$ cat src/logic/fetch_pkg.sv
package fetch_pkg;

    //////////////////////////////////////////////////
    // widths

    localparam int ADDR_W   = 32;
    localparam int LINE_W   = 128;                 // 16 bytes per line
    localparam int OFFSET_W = 4;                   // byte offset in a line
    localparam int FIP_W    = ADDR_W - OFFSET_W;   // line address
    localparam int INDEX_W  = 4;                   // sized for 16 lines per bank
    localparam int TAG_W    = ADDR_W - INDEX_W - 1 - OFFSET_W;

    //////////////////////////////////////////////////
    // types

    typedef logic [FIP_W-1:0]  fip_t;
    typedef logic [LINE_W-1:0] line_t;

    // field view of a fetch address
    typedef struct packed {
        logic [TAG_W-1:0]    tag;     // 31:9
        logic [INDEX_W-1:0]  index;   // 8:5
        logic                bank;    // bit 4, odd bank when set
        logic [OFFSET_W-1:0] offset;  // 3:0
    } fetch_fields_t;

    // same word seen flat or split into fields
    typedef union packed {
        logic [ADDR_W-1:0] flat;
        fetch_fields_t     f;
    } fetch_addr_u;

endpackage

$ cat src/logic/fetch_lookup_if.sv
interface fetch_lookup_if;

    // request side
    logic             req_valid;
    fetch_pkg::fip_t  fip;

    // registered answer from the bank
    logic             hit;
    fetch_pkg::line_t line;
    logic             miss;

    // one cycle pulse when the line is taken
    logic             loaded;

    modport producer (
        output req_valid,
        output fip,
        input  loaded
    );

    modport bank (
        input  req_valid,
        input  fip,
        output hit,
        output line,
        output miss
    );

    modport consumer (
        input  fip,
        input  hit,
        input  line,
        input  miss,
        output loaded
    );

endinterface

$ cat src/logic/fetch_line_stage.sv
module fetch_line_stage (
    input  logic             clk,
    input  logic             rst_n_i,
    input  logic             stall_i,
    input  logic             flush_i,
    fetch_lookup_if.consumer even_if,
    fetch_lookup_if.consumer odd_if,
    output fetch_pkg::line_t line_even_o,
    output fetch_pkg::line_t line_odd_o,
    output logic             line_valid_o,
    output logic [1:0]       fip_even_lsb_o,
    output logic [1:0]       fip_odd_lsb_o
);

    fetch_pkg::line_t line_even_q;
    fetch_pkg::line_t line_odd_q;
    logic [1:0]       fip_even_lsb_q;
    logic [1:0]       fip_odd_lsb_q;
    logic             line_valid_q;
    logic             capture;

    //////////////////////////////////////////////////
    // capture decision

    // both halves of the pair or nothing
    assign capture = even_if.hit & odd_if.hit & ~stall_i & ~flush_i;

    assign even_if.loaded = capture;
    assign odd_if.loaded  = capture;

    //////////////////////////////////////////////////
    // output registers

    always_ff @(posedge clk or negedge rst_n_i) begin
        if (!rst_n_i) begin
            line_valid_q <= 1'b0;
        end else if (!stall_i) begin
            line_valid_q <= capture;  // held while stalled
        end
    end

    always_ff @(posedge clk) begin
        if (capture) begin
            line_even_q    <= even_if.line;
            line_odd_q     <= odd_if.line;
            // address bits 5:4
            fip_even_lsb_q <= even_if.fip[1:0];
            fip_odd_lsb_q  <= odd_if.fip[1:0];
        end
    end

    assign line_even_o    = line_even_q;
    assign line_odd_o     = line_odd_q;
    assign line_valid_o   = line_valid_q;
    assign fip_even_lsb_o = fip_even_lsb_q;
    assign fip_odd_lsb_o  = fip_odd_lsb_q;

    // even lines have address bit 4 clear, odd lines have it set
    a_loaded_bank_bit : assert property (
        @(posedge clk) disable iff (!rst_n_i)
        capture |-> (!even_if.fip[0] && odd_if.fip[0])
    ) else $error("pair taken with a line from the wrong bank");

endmodule

$ cat src/flat_wrapper.sv
// flat-port wrapper written by rule: the top's interface ports become plain ports
module fetch_line_stage_flat 
  (clk, rst_n_i, stall_i, flush_i, line_even_o, line_odd_o, line_valid_o, fip_even_lsb_o, fip_odd_lsb_o, even_if_fip, even_if_hit, even_if_line, even_if_miss, even_if_loaded, odd_if_fip, odd_if_hit, odd_if_line, odd_if_miss, odd_if_loaded);
  fetch_lookup_if even_if_i ();
  fetch_lookup_if odd_if_i ();
  input  logic clk;
  input  logic rst_n_i;
  input  logic stall_i;
  input  logic flush_i;
  output fetch_pkg::line_t line_even_o;
  output fetch_pkg::line_t line_odd_o;
  output logic line_valid_o;
  output logic [1:0] fip_even_lsb_o;
  output logic [1:0] fip_odd_lsb_o;
  input wire logic [$bits(even_if_i.fip)-1:0] even_if_fip;
  input wire logic [$bits(even_if_i.hit)-1:0] even_if_hit;
  input wire logic [$bits(even_if_i.line)-1:0] even_if_line;
  input wire logic [$bits(even_if_i.miss)-1:0] even_if_miss;
  output wire logic [$bits(even_if_i.loaded)-1:0] even_if_loaded;
  input wire logic [$bits(odd_if_i.fip)-1:0] odd_if_fip;
  input wire logic [$bits(odd_if_i.hit)-1:0] odd_if_hit;
  input wire logic [$bits(odd_if_i.line)-1:0] odd_if_line;
  input wire logic [$bits(odd_if_i.miss)-1:0] odd_if_miss;
  output wire logic [$bits(odd_if_i.loaded)-1:0] odd_if_loaded;
  assign even_if_i.fip = even_if_fip;
  assign even_if_i.hit = even_if_hit;
  assign even_if_i.line = even_if_line;
  assign even_if_i.miss = even_if_miss;
  assign even_if_loaded = even_if_i.loaded;
  assign odd_if_i.fip = odd_if_fip;
  assign odd_if_i.hit = odd_if_hit;
  assign odd_if_i.line = odd_if_line;
  assign odd_if_i.miss = odd_if_miss;
  assign odd_if_loaded = odd_if_i.loaded;
  fetch_line_stage u_core (.clk(clk), .rst_n_i(rst_n_i), .stall_i(stall_i), .flush_i(flush_i), .even_if(even_if_i), .odd_if(odd_if_i), .line_even_o(line_even_o), .line_odd_o(line_odd_o), .line_valid_o(line_valid_o), .fip_even_lsb_o(fip_even_lsb_o), .fip_odd_lsb_o(fip_odd_lsb_o));
endmodule
$ cat config.mk
export PLATFORM = sky130hd
export DESIGN_NAME = fetch_line_stage_flat
export DESIGN_NICKNAME = d
export VERILOG_FILES = /design/src/logic/fetch_pkg.sv /design/src/logic/fetch_lookup_if.sv /design/src/logic/fetch_line_stage.sv /design/src/flat_wrapper.sv
export SDC_FILE = /design/constraint.sdc
export NUM_CORES = 1
export LEC_CHECK = 0
export BUFFER_PORTS_ARGS = -buffer_cell sky130_fd_sc_hd__buf_2
export CAP_MARGIN = 10
export CORE_AREA = 3 3 228 230
export DETAILED_ROUTE_END_ITERATION = 16
export DIE_AREA = 0 0 231 233
export GPL_ROUTABILITY_DRIVEN = 0
export GPL_TIMING_DRIVEN = 0
export MAX_ROUTING_LAYER = met4
export SYNTH_ARGS = -nofsm -noshare
export SYNTH_HDL_FRONTEND = slang
export SYNTH_SLANG_ARGS = --single-unit
$ cat constraint.sdc
create_clock -name clk -period 11.1 [get_ports clk]
set_input_delay 1.11 -clock clk [delete_from_list [all_inputs] [get_ports clk]]
set_output_delay 1.11 -clock clk [all_outputs]
set_load 0.01 [all_outputs]
-- After elaboration in Yosys (flattened, before gate mapping)
Index checks and enable logic that the tools add are counted.
- bitwise operators: 5
- operator list (operator ; number):
    $and 1x1->1 ; 3
    $not 1->1 ; 2
- input bits: 320
- register bits: 261
- word-level logic and storage cells: 10
- output and inout port bits: 263

-- Longest topological paths before layout
- word-level depth: 3
- mapped depth: 2
- depth with buffers taken out: 2

-- Worst setup path after synthesis
No wires, ideal clock.
- kind: input -> output
- start: input stall_i
- end: output odd_if_loaded
- data required time: 9.990 ns
- buffers on the path: 1
- arrival time: 5.253 ns
- slack: 4.737 ns
- cell stages on the path: 2
- cells stage by stage: and4bb_2 > buf_4
- longest elaborated chain between the ends: 3
- ends and longest elaborated chain (element ; line ; RTL):
    from (decl) ; flat_wrapper.sv:8 ; input logic stall_i;
    $not 1->1 ; fetch_line_stage.sv:26 ; assign capture = even_if.hit & odd_if.hit & ~stall_i & ~flush_i;
    $and 1x1->1 (2 in a row) ; fetch_line_stage.sv:26 ;
    to (decl) ; flat_wrapper.sv:24 ; output wire logic [$bits(odd_if_i.loaded)-1:0] odd_if_loaded;
Every way passes these cells.

-- Final worst setup path
Ends and elaborated chain as after synthesis.

==> results.md <==
- Required @ worst endpoint: 9990 ps
- # hold bufs at CTS: 0
- Initial Util: 0.157
- Synth cell types: 5
- Worst-Skew Late Latency: 560 ps
- Synth Area in Adders: 0
- Die Ht: 233 um
- Hold Slack: 318 ps
- Row count: 82
- Final Hold Vio Count: 0
- Final Max Tran Viols: 0
- Post-route setup slack: 7120 ps
- Switching Fraction: 0.204
- Leak Pwr: 4.98 nW
- Non-filler instance count after layout: 1525
- CTS buffer count: 30
- Placed insts: 1468
- Switch Pwr: 0.000446 W
- GRT Resource Usage Total: 0.0811
- Syn Nets: 584
- Vias in the first global route: 5179
- CTS tree: built
- Area leader, netlist: edfxtp_1
- Port Buffer Count: 528
- Sequential area share after synthesis: 0.996
- Status: completed
- Post-Syn Area: 0.00786 mm^2
- Synth Area per Inst: 29.8 um^2
- Clk slew on worst S/H paths: 60 ps
- DR vias: 4911
- Ports: 583
- Nets: 1148
- Drt total wl: 23.2 mm
- Compound-Gate Fraction of Synth Area: 0.000955
- Type of the worst setup path: in -> out
- Setup TNS: 0 ps
- Top cells by area, synth: edfxtp_1 (99%), dfrtp_1 (0.32%), and4bb_2 (0.16%)
- Layout cells sized above 1: 0.678
- Detailed Route Iter0 Violations: 111
- Residual DRC: 0
- WL per Instance: 15.2 um
- Vias per cell: 3.22
- Max Clk Rate: 251 MHz
- H-Tree Depth: 1
- Multiplexer area fraction after synthesis: 0
- Bufs on Longest Clock Path: 3
- Post-Synth XOR/XNOR Area: 0
- Drt first pass iters: 4
- DIE AREA: 0.0538 mm^2
- Critical path arrival: 2870 ps
- Filler cells: 5207
- Part of the power in combinational logic: 0.048
- Slew HR: 0.710
- CP Launch Type: input port
- CTS root buffer: clkbuf_16
- Synth warn: 0
- Worst hold path class: in -> async
- Hpwl dp: 18.1 mm
- Final period util: 0.359
- Worst-Margin Slew: 435 ps
- Layout area overhead: 58.1%
- Max cap viols: 0
- TritonCTS sink count: 261
- Seq pwr share: 0.514
- Min Clock Period, post-route: 3980 ps
- Internal power: 0.00175 W
- Pre-CTS WS: 7110 ps
- Main combinational cell family by area after synthesis: simple AND/OR/NAND/NOR gates
- Clock Power Share: 0.438
- Worst-path maximum fanout: 65
- Unrepaired setup endpoints after global routing: no
- Crit end category: output port
- CORE AREA: 0.0501 mm^2
- Chip width: 231 um
- Postcts setup bufs: 0
- Yosys reg bits: 261
- Initial antenna violation count: 6
- Final number of setup-violating endpoints: 0
- GR Overflow Total: 0
- Synth Instances: 264
- Simple-gate portion of the synthesized area: 0.00159
- Pwr Density: 176 mW/mm^2
- Yosys top cell area share: 0.993
- Final ANT Viol Nets: 0
- First-pass GRT wire length: 31.4 mm
- Layout Skew: 0 ps
- Post_cts resized: 0
- Peak supply drop: 0.000103 V
- Largest net degree at the start of global routing: 66
-- area by class of cell --
class / count / area [um^2] / share of cell area
clock buffer: 36 / 795 / 0.0639
buffer: 1 / 7.51 / 0.000604
sequential: 261 / 7830 / 0.630
clock inverter: 16 / 163 / 0.0131
tap: 672 / 841 / 0.0677
timing repair buffer: 532 / 2750 / 0.222
multi-input combinational: 2 / 23.8 / 0.00191
antenna: 5 / 12.5 / 0.00101
-- critical path, stage by stage --
cell      delay, ps
buf_2           120
and4bb_4        620
buf_16          320
buf_16          310
buf_4           170
buf_2           120
-- routing by layer --
metal,routed length [um],part of all wire,up-vias,GRT usage
li1,-,-,2223,-
met1,8480,0.37,2307,0.0886
met4,754,0.033,0,0.0271
met3,2350,0.10,48,0.0296
met5,0,0,-,-
met2,11600,0.50,333,0.137
-- power by group through the flow --
stage               clock network [W]  registers (W)    logic, W
floorplan                           0        0.00117  0.00000712
global route                  0.00103        0.00113    0.000115
detailed placement                  0        0.00115    0.000108
finish                       0.000960        0.00113    0.000105
global placement                    0        0.00115    0.000103
CTS                           0.00101        0.00113    0.000108
-- path summary, 6_finish.rpt --
kind	start	cells past startpoint	slack, ps	to
min	rst_n_i	1	320	u_core.line_valid_o$_DFFE_PN0N_
min reg2reg	u_core.line_valid_o$_DFFE_PN0N_	1	500	u_core.line_valid_o$_DFFE_PN0N_
max in group asynchronous	rst_n_i	1	10690	u_core.line_valid_o$_DFFE_PN0N_
min in group clk	u_core.line_valid_o$_DFFE_PN0N_	1	500	u_core.line_valid_o$_DFFE_PN0N_
max reg2reg	u_core.line_valid_o$_DFFE_PN0N_	1	10450	u_core.line_valid_o$_DFFE_PN0N_
max	stall_i	6	7120	odd_if_loaded
-- cells in the final DEF, fill, tap and decap left out --
cell,Yosys,layout
a21o_1,1,1
and4bb_4,0,1
buf_16,0,4
buf_2,0,528
buf_4,1,1
bufinv_16,0,3
clkbuf_1,0,5
clkbuf_16,0,31
clkinv_1,0,6
clkinv_2,0,2
clkinv_4,0,2
clkinvlp_4,0,3
dfrtp_1,1,1
diode_2,0,5
edfxtp_1,260,260
-- per-stage QoR --
stage                     area [um^2]  power (W)   util
after floorplan                  7860    0.00117      -
after global placement          11300    0.00125  0.227
after detailed placement        11500    0.00125  0.229
after CTS                       12400    0.00224  0.248
after global routing            12400    0.00228  0.248
final                           12400    0.00219  0.248
-- logic make-up (layout without fill, tap and decap cells) --
kind of cell | after synthesis | in the layout
AOI/OAI and AO/OA | 1 | 1
DFF | 261 | 261
buffers and inverters | 1 | 585
other | 0 | 5
and+or+nand+nor | 1 | 1
-- sequential cells by signal (all words and copies together) (netlist names) --
register               flops
u_core.fip_odd_lsb_o       2
u_core.line_even_o       128
u_core.fip_even_lsb_o      2
u_core.line_valid_o        1
u_core.line_odd_o        128
-- Yosys cell counts --
library cell    n
edfxtp_1      260
dfrtp_1         1
a21o_1          1
and4bb_2        1
buf_4           1
(Power assumes the default switching activity.)
