--- src/logic/fetch_pkg.sv ---
package fetch_pkg;

    //////////////////////////////////////////////////
    // widths

    localparam int ADDR_W   = 32;
    localparam int LINE_W   = 128;                 // 16 bytes per line
    localparam int OFFSET_W = 4;                   // byte offset in a line
    localparam int FIP_W    = ADDR_W - OFFSET_W;   // line address
    localparam int INDEX_W  = 4;                   // sized for 16 lines per bank
    localparam int TAG_W    = ADDR_W - INDEX_W - 1 - OFFSET_W;

    //////////////////////////////////////////////////
    // types

    typedef logic [FIP_W-1:0]  fip_t;
    typedef logic [LINE_W-1:0] line_t;

    // field view of a fetch address
    typedef struct packed {
        logic [TAG_W-1:0]    tag;     // 31:9
        logic [INDEX_W-1:0]  index;   // 8:5
        logic                bank;    // bit 4, odd bank when set
        logic [OFFSET_W-1:0] offset;  // 3:0
    } fetch_fields_t;

    // same word seen flat or split into fields
    typedef union packed {
        logic [ADDR_W-1:0] flat;
        fetch_fields_t     f;
    } fetch_addr_u;

endpackage

--- src/logic/fetch_lookup_if.sv ---
interface fetch_lookup_if;

    // request side
    logic             req_valid;
    fetch_pkg::fip_t  fip;

    // registered answer from the bank
    logic             hit;
    fetch_pkg::line_t line;
    logic             miss;

    // one cycle pulse when the line is taken
    logic             loaded;

    modport producer (
        output req_valid,
        output fip,
        input  loaded
    );

    modport bank (
        input  req_valid,
        input  fip,
        output hit,
        output line,
        output miss
    );

    modport consumer (
        input  fip,
        input  hit,
        input  line,
        input  miss,
        output loaded
    );

endinterface

--- src/logic/fetch_addr_gen.sv ---
module fetch_addr_gen (
    input  logic                   clk,
    input  logic                   rst_n_i,
    input  fetch_pkg::fetch_addr_u init_addr_i,
    input  logic                   is_init_i,
    input  logic                   is_resteer_i,
    input  logic                   is_br_i,
    input  fetch_pkg::fip_t        wb_fip_even_i,
    input  fetch_pkg::fip_t        wb_fip_odd_i,
    input  fetch_pkg::fip_t        bp_fip_even_i,
    input  fetch_pkg::fip_t        bp_fip_odd_i,
    fetch_lookup_if.producer       even_if,
    fetch_lookup_if.producer       odd_if
);

    localparam fetch_pkg::fip_t ONE_LINE  = fetch_pkg::fip_t'(1);
    localparam fetch_pkg::fip_t TWO_LINES = fetch_pkg::fip_t'(2);

    fetch_pkg::fip_t fip_even_q;
    fetch_pkg::fip_t fip_odd_q;
    logic            req_valid_q;

    fetch_pkg::fip_t init_line;
    fetch_pkg::fip_t init_next;
    fetch_pkg::fip_t init_fip_even;
    fetch_pkg::fip_t init_fip_odd;
    fetch_pkg::fip_t cf_fip_even;
    fetch_pkg::fip_t cf_fip_odd;
    logic            is_cf;

    //////////////////////////////////////////////////
    // init line pair

    assign init_line = init_addr_i.flat[fetch_pkg::ADDR_W-1:fetch_pkg::OFFSET_W];
    assign init_next = init_line + ONE_LINE;

    // the init line goes to its own bank, the other bank gets the next line
    assign init_fip_even = init_addr_i.flat[fetch_pkg::OFFSET_W] ? init_next : init_line;
    assign init_fip_odd  = init_addr_i.flat[fetch_pkg::OFFSET_W] ? init_line : init_next;

    //////////////////////////////////////////////////
    // control flow priority, init > resteer > branch

    assign is_cf = is_init_i | is_resteer_i | is_br_i;

    always_comb begin
        cf_fip_even = bp_fip_even_i;
        cf_fip_odd  = bp_fip_odd_i;
        if (is_init_i) begin
            cf_fip_even = init_fip_even;
            cf_fip_odd  = init_fip_odd;
        end else if (is_resteer_i) begin
            cf_fip_even = wb_fip_even_i;
            cf_fip_odd  = wb_fip_odd_i;
        end
    end

    //////////////////////////////////////////////////
    // FIP registers

    always_ff @(posedge clk or negedge rst_n_i) begin
        if (!rst_n_i) begin
            fip_even_q  <= '0;
            fip_odd_q   <= '0;
            req_valid_q <= 1'b0;
        end else begin
            if (is_cf) begin
                fip_even_q <= cf_fip_even;  // preempts any advance
                fip_odd_q  <= cf_fip_odd;
            end else begin
                if (even_if.loaded) begin
                    fip_even_q <= fip_even_q + TWO_LINES;
                end
                if (odd_if.loaded) begin
                    fip_odd_q <= fip_odd_q + TWO_LINES;
                end
            end
            if (is_init_i) begin
                req_valid_q <= 1'b1;  // stays up from the first init on
            end
        end
    end

    assign even_if.req_valid = req_valid_q;
    assign even_if.fip       = fip_even_q;
    assign odd_if.req_valid  = req_valid_q;
    assign odd_if.fip        = fip_odd_q;

    // line stage only takes lines that were requested
    a_loaded_needs_req : assert property (
        @(posedge clk) disable iff (!rst_n_i)
        (even_if.loaded || odd_if.loaded) |-> req_valid_q
    ) else $error("loaded pulse without an active request");

endmodule

--- src/flat_wrapper.sv ---
// flat-port wrapper written by rule: the top's interface ports become plain ports
module fetch_addr_gen_flat 
  (clk, rst_n_i, init_addr_i, is_init_i, is_resteer_i, is_br_i, wb_fip_even_i, wb_fip_odd_i, bp_fip_even_i, bp_fip_odd_i, even_if_req_valid, even_if_fip, even_if_loaded, odd_if_req_valid, odd_if_fip, odd_if_loaded);
  fetch_lookup_if even_if_i ();
  fetch_lookup_if odd_if_i ();
  input  logic clk;
  input  logic rst_n_i;
  input  fetch_pkg::fetch_addr_u init_addr_i;
  input  logic is_init_i;
  input  logic is_resteer_i;
  input  logic is_br_i;
  input  fetch_pkg::fip_t wb_fip_even_i;
  input  fetch_pkg::fip_t wb_fip_odd_i;
  input  fetch_pkg::fip_t bp_fip_even_i;
  input  fetch_pkg::fip_t bp_fip_odd_i;
  output wire logic [$bits(even_if_i.req_valid)-1:0] even_if_req_valid;
  output wire logic [$bits(even_if_i.fip)-1:0] even_if_fip;
  input wire logic [$bits(even_if_i.loaded)-1:0] even_if_loaded;
  output wire logic [$bits(odd_if_i.req_valid)-1:0] odd_if_req_valid;
  output wire logic [$bits(odd_if_i.fip)-1:0] odd_if_fip;
  input wire logic [$bits(odd_if_i.loaded)-1:0] odd_if_loaded;
  assign even_if_req_valid = even_if_i.req_valid;
  assign even_if_fip = even_if_i.fip;
  assign even_if_i.loaded = even_if_loaded;
  assign odd_if_req_valid = odd_if_i.req_valid;
  assign odd_if_fip = odd_if_i.fip;
  assign odd_if_i.loaded = odd_if_loaded;
  fetch_addr_gen u_core (.clk(clk), .rst_n_i(rst_n_i), .init_addr_i(init_addr_i), .is_init_i(is_init_i), .is_resteer_i(is_resteer_i), .is_br_i(is_br_i), .wb_fip_even_i(wb_fip_even_i), .wb_fip_odd_i(wb_fip_odd_i), .bp_fip_even_i(bp_fip_even_i), .bp_fip_odd_i(bp_fip_odd_i), .even_if(even_if_i), .odd_if(odd_if_i));
endmodule
--- config.mk ---
export PLATFORM = sky130hd
export DESIGN_NAME = fetch_addr_gen_flat
export DESIGN_NICKNAME = d
export VERILOG_FILES = /design/src/logic/fetch_pkg.sv /design/src/logic/fetch_lookup_if.sv /design/src/logic/fetch_addr_gen.sv /design/src/flat_wrapper.sv
export SDC_FILE = /design/constraint.sdc
export NUM_CORES = 1
export LEC_CHECK = 0
export BUFFER_PORTS_ARGS = -buffer_cell sky130_fd_sc_hd__buf_2
export CAP_MARGIN = 25
export CORE_UTILIZATION = 39
export DETAILED_ROUTE_END_ITERATION = 8
export GPL_ROUTABILITY_DRIVEN = 1
export GPL_TIMING_DRIVEN = 1
export PLACE_DENSITY_LB_ADDON = 0.25
export SETUP_SLACK_MARGIN = 0.1
export SLEW_MARGIN = 20
export SYNTH_ARGS = -nofsm -noshare
export SYNTH_HDL_FRONTEND = slang
export SYNTH_SLANG_ARGS = --single-unit
export TNS_END_PERCENT = 100
--- constraint.sdc ---
create_clock -name clk -period 2.4 [get_ports clk]
set_input_delay 0.36 -clock clk [delete_from_list [all_inputs] [get_ports clk]]
set_output_delay 0.36 -clock clk [all_outputs]
set_load 0.005 [all_outputs]
==> After elaboration in Yosys (flattened, before gate mapping) <==
Index checks and enable logic that the tools add are counted.
{ "word_totals": {"reg_bits": 57, "in_bits": 151, "out_inout_bits": 58, "wordCells": 20} }
{ "op_classes": {"addsub": 3, "n_mux": 10, "n_bitwise": 2, "reduce_logical": 2} }
{ "ops": {"columns": ["op", "n"], "rows": [
  ["2-to-1 mux 28 bit", 10],
  ["adder 28 x 2 -> 28 bit (second input constant)", 2],
  ["adder 28 x 1 -> 28 bit (second input constant)", 1],
  ["nonzero test 2 bit", 2],
  ["OR 1 bit", 2]
]} }

==> Logic depth before layout (Yosys ltp) <==
Gate-level depths: netlist of the first run.
{ "depth": {"ltp_word": 4, "ltp_mapped": 8, "depth_no_buf": 7} }

==> Worst setup path before layout of the first run <==
Ideal clock, no wire load.
{ "synth_timing": {"path_kind": "input to register", "startpoint": "in init_addr_i[4] (netlist bit)", "endpoint": "reg u_core.fip_odd_q[18] (netlist: u_core.odd_if.fip[18])", "setup_time_ns": 0.126, "arrival_time_ns": 1.786, "t_required_ns": 2.274, "slack_ns": 0.488, "cell_stages": 8, "n_path_buf": 1, "cell_sequence": "ha_1 > and4_4 > and3_2 > buf_6 > and2_4 > nand3_1 > xnor2_1 > a221o_1"} }
{ "synth_between": {"elab_chain_len": 4} }
{ "synth_rtl": {"columns": ["item", "line", "rtl"], "rows": [
  ["start: declaration", "flat_wrapper.sv:8", "input fetch_pkg::fetch_addr_u init_addr_i;"],
  ["adder 28 x 1 -> 28 bit", "fetch_addr_gen.sv:35", "assign init_next = init_line + ONE_LINE;"],
  ["2-to-1 mux 28 bit (*)", "fetch_addr_gen.sv:39", "assign init_fip_odd = init_addr_i.flat[fetch_pkg::OFFSET_W] ? init_line : init_next;"],
  ["2-to-1 mux 28 bit (*)", "fetch_addr_gen.sv:49", "if (is_init_i) begin"],
  ["2-to-1 mux 28 bit (*)", "fetch_addr_gen.sv:67", "if (is_cf) begin"],
  ["end signal: assignment", "fetch_addr_gen.sv:69", "fip_odd_q <= cf_fip_odd;"],
  ["end signal: assignment", "fetch_addr_gen.sv:75", "fip_odd_q <= fip_odd_q + TWO_LINES;"],
  ["end: declaration", "fetch_addr_gen.sv:20", "fetch_pkg::fip_t fip_odd_q;"]
]} }
Mark *: on every way between the ends. The rest lies on a longest branch, timed or not.
A chain may end at the register's enable or synchronous reset.

==> Final worst setup path of the first run <==
{ "layout_timing": {"startpoint": "reg u_core.fip_even_q[13] (netlist: u_core.even_if.fip[13])", "endpoint": "reg u_core.fip_even_q[27] (netlist: u_core.even_if.fip[27])"} }
{ "layout_between": {"elab_chain_len": 3} }
{ "layout_rtl": {"columns": ["item", "line", "rtl"], "rows": [
  ["start: declaration", "fetch_addr_gen.sv:19", "fetch_pkg::fip_t fip_even_q;"],
  ["start signal: assignment", "fetch_addr_gen.sv:68", "fip_even_q <= cf_fip_even;"],
  ["start signal: assignment", "fetch_addr_gen.sv:72", "fip_even_q <= fip_even_q + TWO_LINES;"],
  ["adder 28 x 2 -> 28 bit", "fetch_addr_gen.sv:72", null],
  ["2-to-1 mux 28 bit", "fetch_addr_gen.sv:71", "if (even_if.loaded) begin"],
  ["2-to-1 mux 28 bit", "fetch_addr_gen.sv:67", null]
]} }
Every way passes these cells. The select of a mux whose other input is x is not followed.

==> results of run 1 <==
==> synthesized netlist by cell type (all sizes together), types with 4 or more instances <==
library cell	count	area share (%)
a211oi	10	1.4
xnor2	33	5.5
and4	11	1.9
inv	11	0.79
nand4	24	4.1
mux2i	23	4.4
a31oi	15	1.8
nand2	51	3.7
clkbuf	20	1.5
o22a	10	1.7
buf	27	3.8
o22ai	18	2.2
or3	4	0.48
nor2	81	6.4
a22oi	17	2.4
a21oi	48	4.6
and2	6	0.79
nor2b	8	0.96
and3	10	1.4
o21a	4	0.58
xor2	27	4.5
a41oi	4	0.67
nor4	6	0.96
a221o	7	1.3
dfrtp	57	27
o21ai	27	2.6
ha	4	0.96
a221oi	6	1.4
nor3	18	2.3
nand3	29	2.8
==> worst min-delay path: stages <==
cell and delay [ps]:
sky130_fd_sc_hd__buf_2 70, sky130_fd_sc_hd__o21ai_0 60, sky130_fd_sc_hd__nand2_1 60
==> cell families after synthesis <==
logic type	share of synthesized area (%)
fa+ha+maj	0.959
mux	5.06
buf+inv	6.16
compound gates	23.5
xor+xnor	10.1
flops	27.3
simple gates	26.9
==> state kept, by name, summed over array words and instances, names as in the netlist <==
| name | cells |
|---|---|
| u_core.even_if.fip | 28 |
| u_core.odd_if.fip | 28 |
| u_core.even_if.req_valid | 1 |
==> repair_timing <==
item	4_1_cts	5_1_grt
setup endpoints to repair	0	0
hold buffers	1	0
hold endpoints to repair	11	0
==> cell type report <==
class                   count  area [µm²]  share of cell area [%]
inverters                  12        45.0                   0.670
clock buffers              11         243                    3.61
flip-flops and latches     57        1430                    21.2
clock inverters             5        55.1                   0.818
repair buffers            234        1270                    18.9
multi-input cells         529        3470                    51.6
well taps                 172         215                    3.20
==> power breakdown <==
group | switching (W) | internal, W | total [W]
clock network | 0.000473 | 0.000828 | 0.00130
registers | 0.000135 | 0.00107 | 0.00120
logic | 0.000485 | 0.000421 | 0.000907
total | 0.00109 | 0.00231 | 0.00341
==> cell usage in the layout, fill, tap and decap left out, drive strengths merged, types with 6 or more instances in the layout <==
master and count:
a221o 7, clkbuf 11, nor4 6, o21ai 27, o22a 10, xor2 27, nand4 24, a211oi 10
o22ai 18, and4 11, nor3 18, dfrtp 57, a21oi 48, and3 10, xnor2 33, nor2 81
mux2i 23, inv 11, nand3 29, and2 6, buf 233, a22oi 17, nand2 51, a221oi 6
a31oi 15, nor2b 8
==> per-layer routing <==
metal	share of wire, %	vias to the layer above
met4	2.0	0
li1	-	2785
met1	45	2789
met5	0	-
met2	46	249
met3	6.8	28
==> worst paths after layout <==
path	cells after the start	to	startpoint	slack (ps)
hold / removal	3	u_core.odd_if.fip[0]	wb_fip_odd_i[0]	260
max in group asynchronous	3	u_core.odd_if.fip[22]	rst_n_i	1350
setup / recovery	6	u_core.even_if.fip[27]	u_core.even_if.fip[13]	270
min in group asynchronous	2	u_core.odd_if.fip[13]	rst_n_i	480
hold reg to reg	1	u_core.even_if.req_valid	u_core.even_if.req_valid	480
setup reg to reg	6	u_core.even_if.fip[27]	u_core.even_if.fip[13]	270
==> through the flow <==
step / cells / area [µm²] / power (W) / hold WS [ps]
3_5_place_dp: 1003 / 6420 / 0.00212 / 293
5_1_grt: 1020 / 6730 / 0.00357 / 270
4_1_cts: 1020 / 6730 / 0.00342 / 253
3_3_place_gp: 1003 / 6420 / 0.00210 / 292
2_1_floorplan: 645 / 5220 / 0.00168 / 64.4
6_report: 1020 / 6730 / 0.00341 / 256
==> summary.log, run 1 <==
qor: run_status.run_status complete, no violations
qor: place.buffer_ports.inserted 204
qor: cts.cts_inserted_buffers 9
qor: global_route.grt_use_total 26.1%
qor: synthesis.distinct_cells_synth 69
qor: sta.finalCriticalPeriod 2130 ps
qor: worst_setup_path.cpMaxStageDelayCell sky130_fd_sc_hd__dfrtp_1
qor: sta.achievable-frequency 469 MHz
qor: route.detail_route.drc_violations 0
qor: finish.layout-area-overhead-vs-synth 28.9%
qor: cts.cts_tree done
qor: global_route.grt_first_pass_wirelength 28,600 µm
qor: route.vias_per_cell 5.74
qor: power_and_ir_drop.vdd.ir_drop.worst 301 µV
qor: sta.layout_worst_path_cycle_share 88.9%
qor: cts.cts_post_setup_buffers_inserted 0
qor: power_and_ir_drop.p_leak 3.02 nW
qor: finish.layout_cells_sized_above_1 32.8%
qor: cts.cts-root-to-sink-buffers 2
qor: global_route.grt_pass1_vias 5,490
qor: floorplanning.core-area 12,800 µm²
qor: route.drt-total-wl 18,300 µm
qor: finish.postLayoutCoreUtil 52.5%
qor: worst_setup_path.crit_buf_inv 0
qor: global_route.most_heavily_used_metal_layer_in_global_routing met2
qor: global_route.grt_overflow_total 0
qor: sta.skew 11.0 ps
qor: route.via_count 5,851
qor: sta.report.final.hold_viol_count 0
qor: synthesis.yosys_warnings 0
qor: route.antenna_violating_nets_post_route 0
qor: synthesis.synthesis.instances 645
qor: synthesis.synthFlopType sky130_fd_sc_hd__dfrtp_1
qor: synthesis.mappedNetlistNets 800
qor: cts.post_cts_resize_count 0
qor: cts.clock_tree.root_cell sky130_fd_sc_hd__clkbuf_16
qor: worst_setup_path.data_arrival_time_of_the_critical_path 2380 ps
qor: floorplanning.die_x 118 µm
qor: worst_setup_path.timing.critical_path.to_type flip-flop
qor: cts.cts-htree-levels 3
qor: global_route.met2_usage 42.3%
qor: synthesis.mapped_cell_area 5220 µm²
qor: floorplanning.die_area 13,800 µm²
qor: synthesis.seq_area_frac_synth 27.3%
qor: synthesis.number_of_enable_type_register_cells_in_the_synthesized_netlist 0
qor: route.total_iterations_of_the_first_detailed_routing_run 5
qor: sta.slew_viol_final 0
qor: global_route.maximum_number_of_pins_on_one_net_before_global_route_repair 61
qor: worst_setup_path.critical_path.max_fanout 7
qor: global_route.globalRouteMet3Util 4.80%
qor: sta.relSlewSlack 66.6%
qor: synthesis.synth-async-reset-ratio 100%
qor: global_route.met1_usage 35.2%
qor: place.placement.setup.worst_slack 313 ps
qor: sta.grt_setup_unrepaired false
qor: floorplanning.number_of_ports_placed_on_the_die_boundary 209
qor: route.detailed_route_iter0_violations 560
qor: floorplanning.floorplan.die.height 118 µm
qor: cts.clk-insertion-delay-late 330 ps
qor: worst_setup_path.start_kind flip-flop
qor: place.gp_congestion 0.898
qor: flow_run.max_cap_violations 0
qor: floorplanning.floorplan.initialDensity 40.7%
qor: worst_setup_path.critPathKind flip-flop to flip-flop
qor: cts.path_clk_slew 60 ps
qor: floorplanning.rows 41
qor: global_route.antenna_violations_before_repair 0
qor: cts.clock-sinks 57
qor: worst_setup_path.cpLargestDelayFamily simple AND/OR/NAND/NOR gates
qor: synthesis.synth.avg_cell_area 8.09 µm²
qor: min_path.hold_class input port to flip-flop
qor: sta.report.final.setup_viol 0
qor: finish.post_layout_nets 998
qor: synthesis.ys_seq_elements 57
qor: sta.timing_worst_slew_pin_value 497 ps
qor: place.detailedPlacementHpwl 14,300 µm
qor: worst_setup_path.required 2650 ps
qor: sta.fin_setup_tns 0 ps
qor: finish.fill_cells 1,325
qor: worst_setup_path.worst_path_largest_cell_delay 450 ps
qor: sta.setup_ws_post_layout 267 ps
qor: finish.antenna_cells 0
qor: worst_setup_path.cp_cell_sequence and4_1, and3_4, nand4_4, nor4_1, mux2_2, o22ai_1
qor: route.detail_route.wl_per_cell 17.9 µm
qor: power_and_ir_drop.power-per-cell-area 506 nW/µm²
No activity file was read; power rests on OpenSTA's default activity.
==> run 2, diff against run 1 <==
CORE_ASPECT_RATIO = 0.8   (was default)
==> run 2 against run 1 <==
Against the previous run:
- final area is 0.86% lower
- via count is 1.4% higher
- setup slack gained 34 ps
- non-clock buffer count is 5 lower
- sequential power hardly changed
- sequential share of layout area is 0.18 points higher
- sequential cell count did not move
- fmax grew 1.6%
- clock skew shrank 7.5 ps
- die area barely moved
- routed wire length increased by 3.2%
- clock power shrank 7%
- largest power group is now sequential cells
==> summary.log, run 2 (synthesized netlist as in run 1, its figures left out) <==
qor: run_status.run_status complete, no violations
qor: cts.cts_tree done
qor: power_and_ir_drop.p_leak 2.99 nW
qor: global_route.grt_first_pass_wirelength 29,400 µm
qor: worst_setup_path.worst_path_largest_cell_delay 410 ps
qor: worst_setup_path.critical_path.max_fanout 7
qor: worst_setup_path.timing.critical_path.to_type flip-flop
qor: cts.cts-htree-levels 3
qor: power_and_ir_drop.power-per-cell-area 496 nW/µm²
qor: finish.postLayoutCoreUtil 51.5%
qor: worst_setup_path.required 2650 ps
qor: sta.relSlewSlack 50.4%
qor: floorplanning.number_of_ports_placed_on_the_die_boundary 209
qor: sta.fin_setup_tns 0 ps
qor: sta.layout_worst_path_cycle_share 87.5%
qor: min_path.hold_class input port to async pin
qor: route.drt-total-wl 18,900 µm
qor: cts.cts_hold_buf 0
qor: finish.fill_cells 1,315
qor: worst_setup_path.ff2ff_path_depth 6
qor: cts.clk-insertion-delay-late 330 ps
qor: cts.cts-root-to-sink-buffers 2
qor: place.detailedPlacementHpwl 14,600 µm
qor: global_route.antenna_violations_before_repair 1
qor: worst_setup_path.critPathKind flip-flop to flip-flop
qor: worst_setup_path.crit_buf_inv 0
qor: finish.mostFrequentLayoutCell sky130_fd_sc_hd__buf_2
qor: cts.path_clk_slew 50 ps
qor: finish.highest_count_cells_in_the_layout_ignoring_fill_and_taps sky130_fd_sc_hd__buf_2 (204), sky130_fd_sc_hd__nor2_1 (77), sky130_fd_sc_hd__dfrtp_1 (57), sky130_fd_sc_hd__nand2_1 (51), sky130_fd_sc_hd__a21oi_1 (48)
qor: sta.report.final.setup_viol 0
qor: sta.finalCriticalPeriod 2100 ps
qor: worst_setup_path.r2r_start u_core.even_if.fip[9]
qor: route.total_iterations_of_the_first_detailed_routing_run 5
qor: sta.slew_viol_final 0
qor: floorplanning.floorplan.die.height 105 µm
qor: global_route.grt_overflow_total 0
qor: worst_setup_path.data_arrival_time_of_the_critical_path 2350 ps
qor: route.detail_route.drc_violations 0
qor: worst_setup_path.cpLargestDelayFamily simple AND/OR/NAND/NOR gates
qor: cts.cts_post_setup_buffers_inserted 0
qor: floorplanning.die_area 13,800 µm²
qor: global_route.grt_pass1_vias 5,430
qor: global_route.maximum_number_of_pins_on_one_net_before_global_route_repair 55
qor: route.via_count 5,935
qor: power_and_ir_drop.vdd.ir_drop.worst 342 µV
qor: cts.clock-sinks 57
qor: cts.cts_inserted_buffers 9
qor: route.detailed_route_iter0_violations 538
qor: place.gp_congestion 0.912
qor: finish.layout_cells_sized_above_1 32.1%
qor: worst_setup_path.cpMaxStageDelayCell sky130_fd_sc_hd__dfrtp_1
qor: floorplanning.core-area 13,000 µm²
qor: floorplanning.die_x 131 µm
qor: floorplanning.floorplan.initialDensity 40.3%
qor: worst_setup_path.start_kind flip-flop
qor: cts.post_cts_resize_count 0
qor: route.detail_route.wl_per_cell 18.6 µm
qor: worst_setup_path.reg2reg_slack 300 ps
qor: global_route.grt_use_total 27.3%
qor: finish.post_layout_nets 993
qor: worst_setup_path.r2r-end u_core.even_if.fip[27]
qor: sta.achievable-frequency 476 MHz
qor: place.buffer_ports.inserted 204
qor: sta.timing_worst_slew_pin_value 744 ps
qor: finish.final-instance-count-excl-fill 1,016
qor: floorplanning.rows 37
qor: sta.grt_setup_unrepaired false
qor: finish.layout-area-overhead-vs-synth 27.8%
qor: cts.clock_tree.root_cell sky130_fd_sc_hd__clkbuf_16
qor: place.placed_cells 1,002
qor: route.vias_per_cell 5.84
qor: route.antenna_violating_nets_post_route 0
qor: flow_run.max_cap_violations 0
qor: worst_setup_path.cp_cell_sequence nand3_1, nor2_1, nand4_4, nor4_1, mux2_2, o22ai_1
qor: sta.report.final.hold_viol_count 0
qor: finish.antenna_cells 0
qor: sta.skew 3.50 ps
==> run 2: changes by cell type in the layout (fill, tap and decap cells not counted), sizes merged <==
cell         previous run  this run
buf                   233       229
bufinv                  1         0
clkbuf                 11        14
clkinv                  3         1
clkinvlp                2         0
dlygate4sd3             1         0
==> run 2: per-stage QoR <==
step                      power (W)  setup slack (ps)  area, µm²  hold slack (ps)
after floorplan             0.00168               488       5220             64.4
after global placement      0.00209               255       6410              452
after detailed placement    0.00211               214       6410              457
after CTS                   0.00331               333       6670              103
after global routing        0.00346               157       6670              127
final                       0.00331               301       6670             88.1
==> run 2: layer usage <==
metal	vias to the layer above	share of wire [%]	global-route usage (%)	wire length (µm)
met4	0	1.5	8.55	287
met2	299	44	41.1	8300
met3	24	9.6	6.78	1810
li1	2780	-	-	-
met5	-	0	0	0
met1	2832	45	38.1	8480
==> run 2: worst max path at each step <==
stage                               start                      to  slack (ps)  cells after the start
global route        u_core.even_if.fip[9]  u_core.even_if.fip[27]         160                      6
detailed placement         init_addr_i[4]   u_core.odd_if.fip[18]         210                      8
finish              u_core.even_if.fip[9]  u_core.even_if.fip[27]         300                      6
floorplan                  init_addr_i[4]   u_core.odd_if.fip[18]         490                      8
CTS                 u_core.even_if.fip[9]  u_core.even_if.fip[27]         330                      6
global placement           init_addr_i[4]   u_core.odd_if.fip[18]         250                      8
==> run 2: area by class of cell <==
cell class              instances  area [µm²]  share of cell area (%)
clock buffers                  14         264                    3.96
inverters                      12        45.0                   0.675
multi-input cells             529        3470                    52.0
flip-flops and latches         57        1430                    21.4
well taps                     175         219                    3.28
repair buffers                229        1250                    18.7
==> run 2: power breakdown <==
part / internal (W) / switching [W]
clock: 0.000745 / 0.000461
combinational: 0.000414 / 0.000478
sequential: 0.00107 / 0.000145
total: 0.00222 / 0.00108
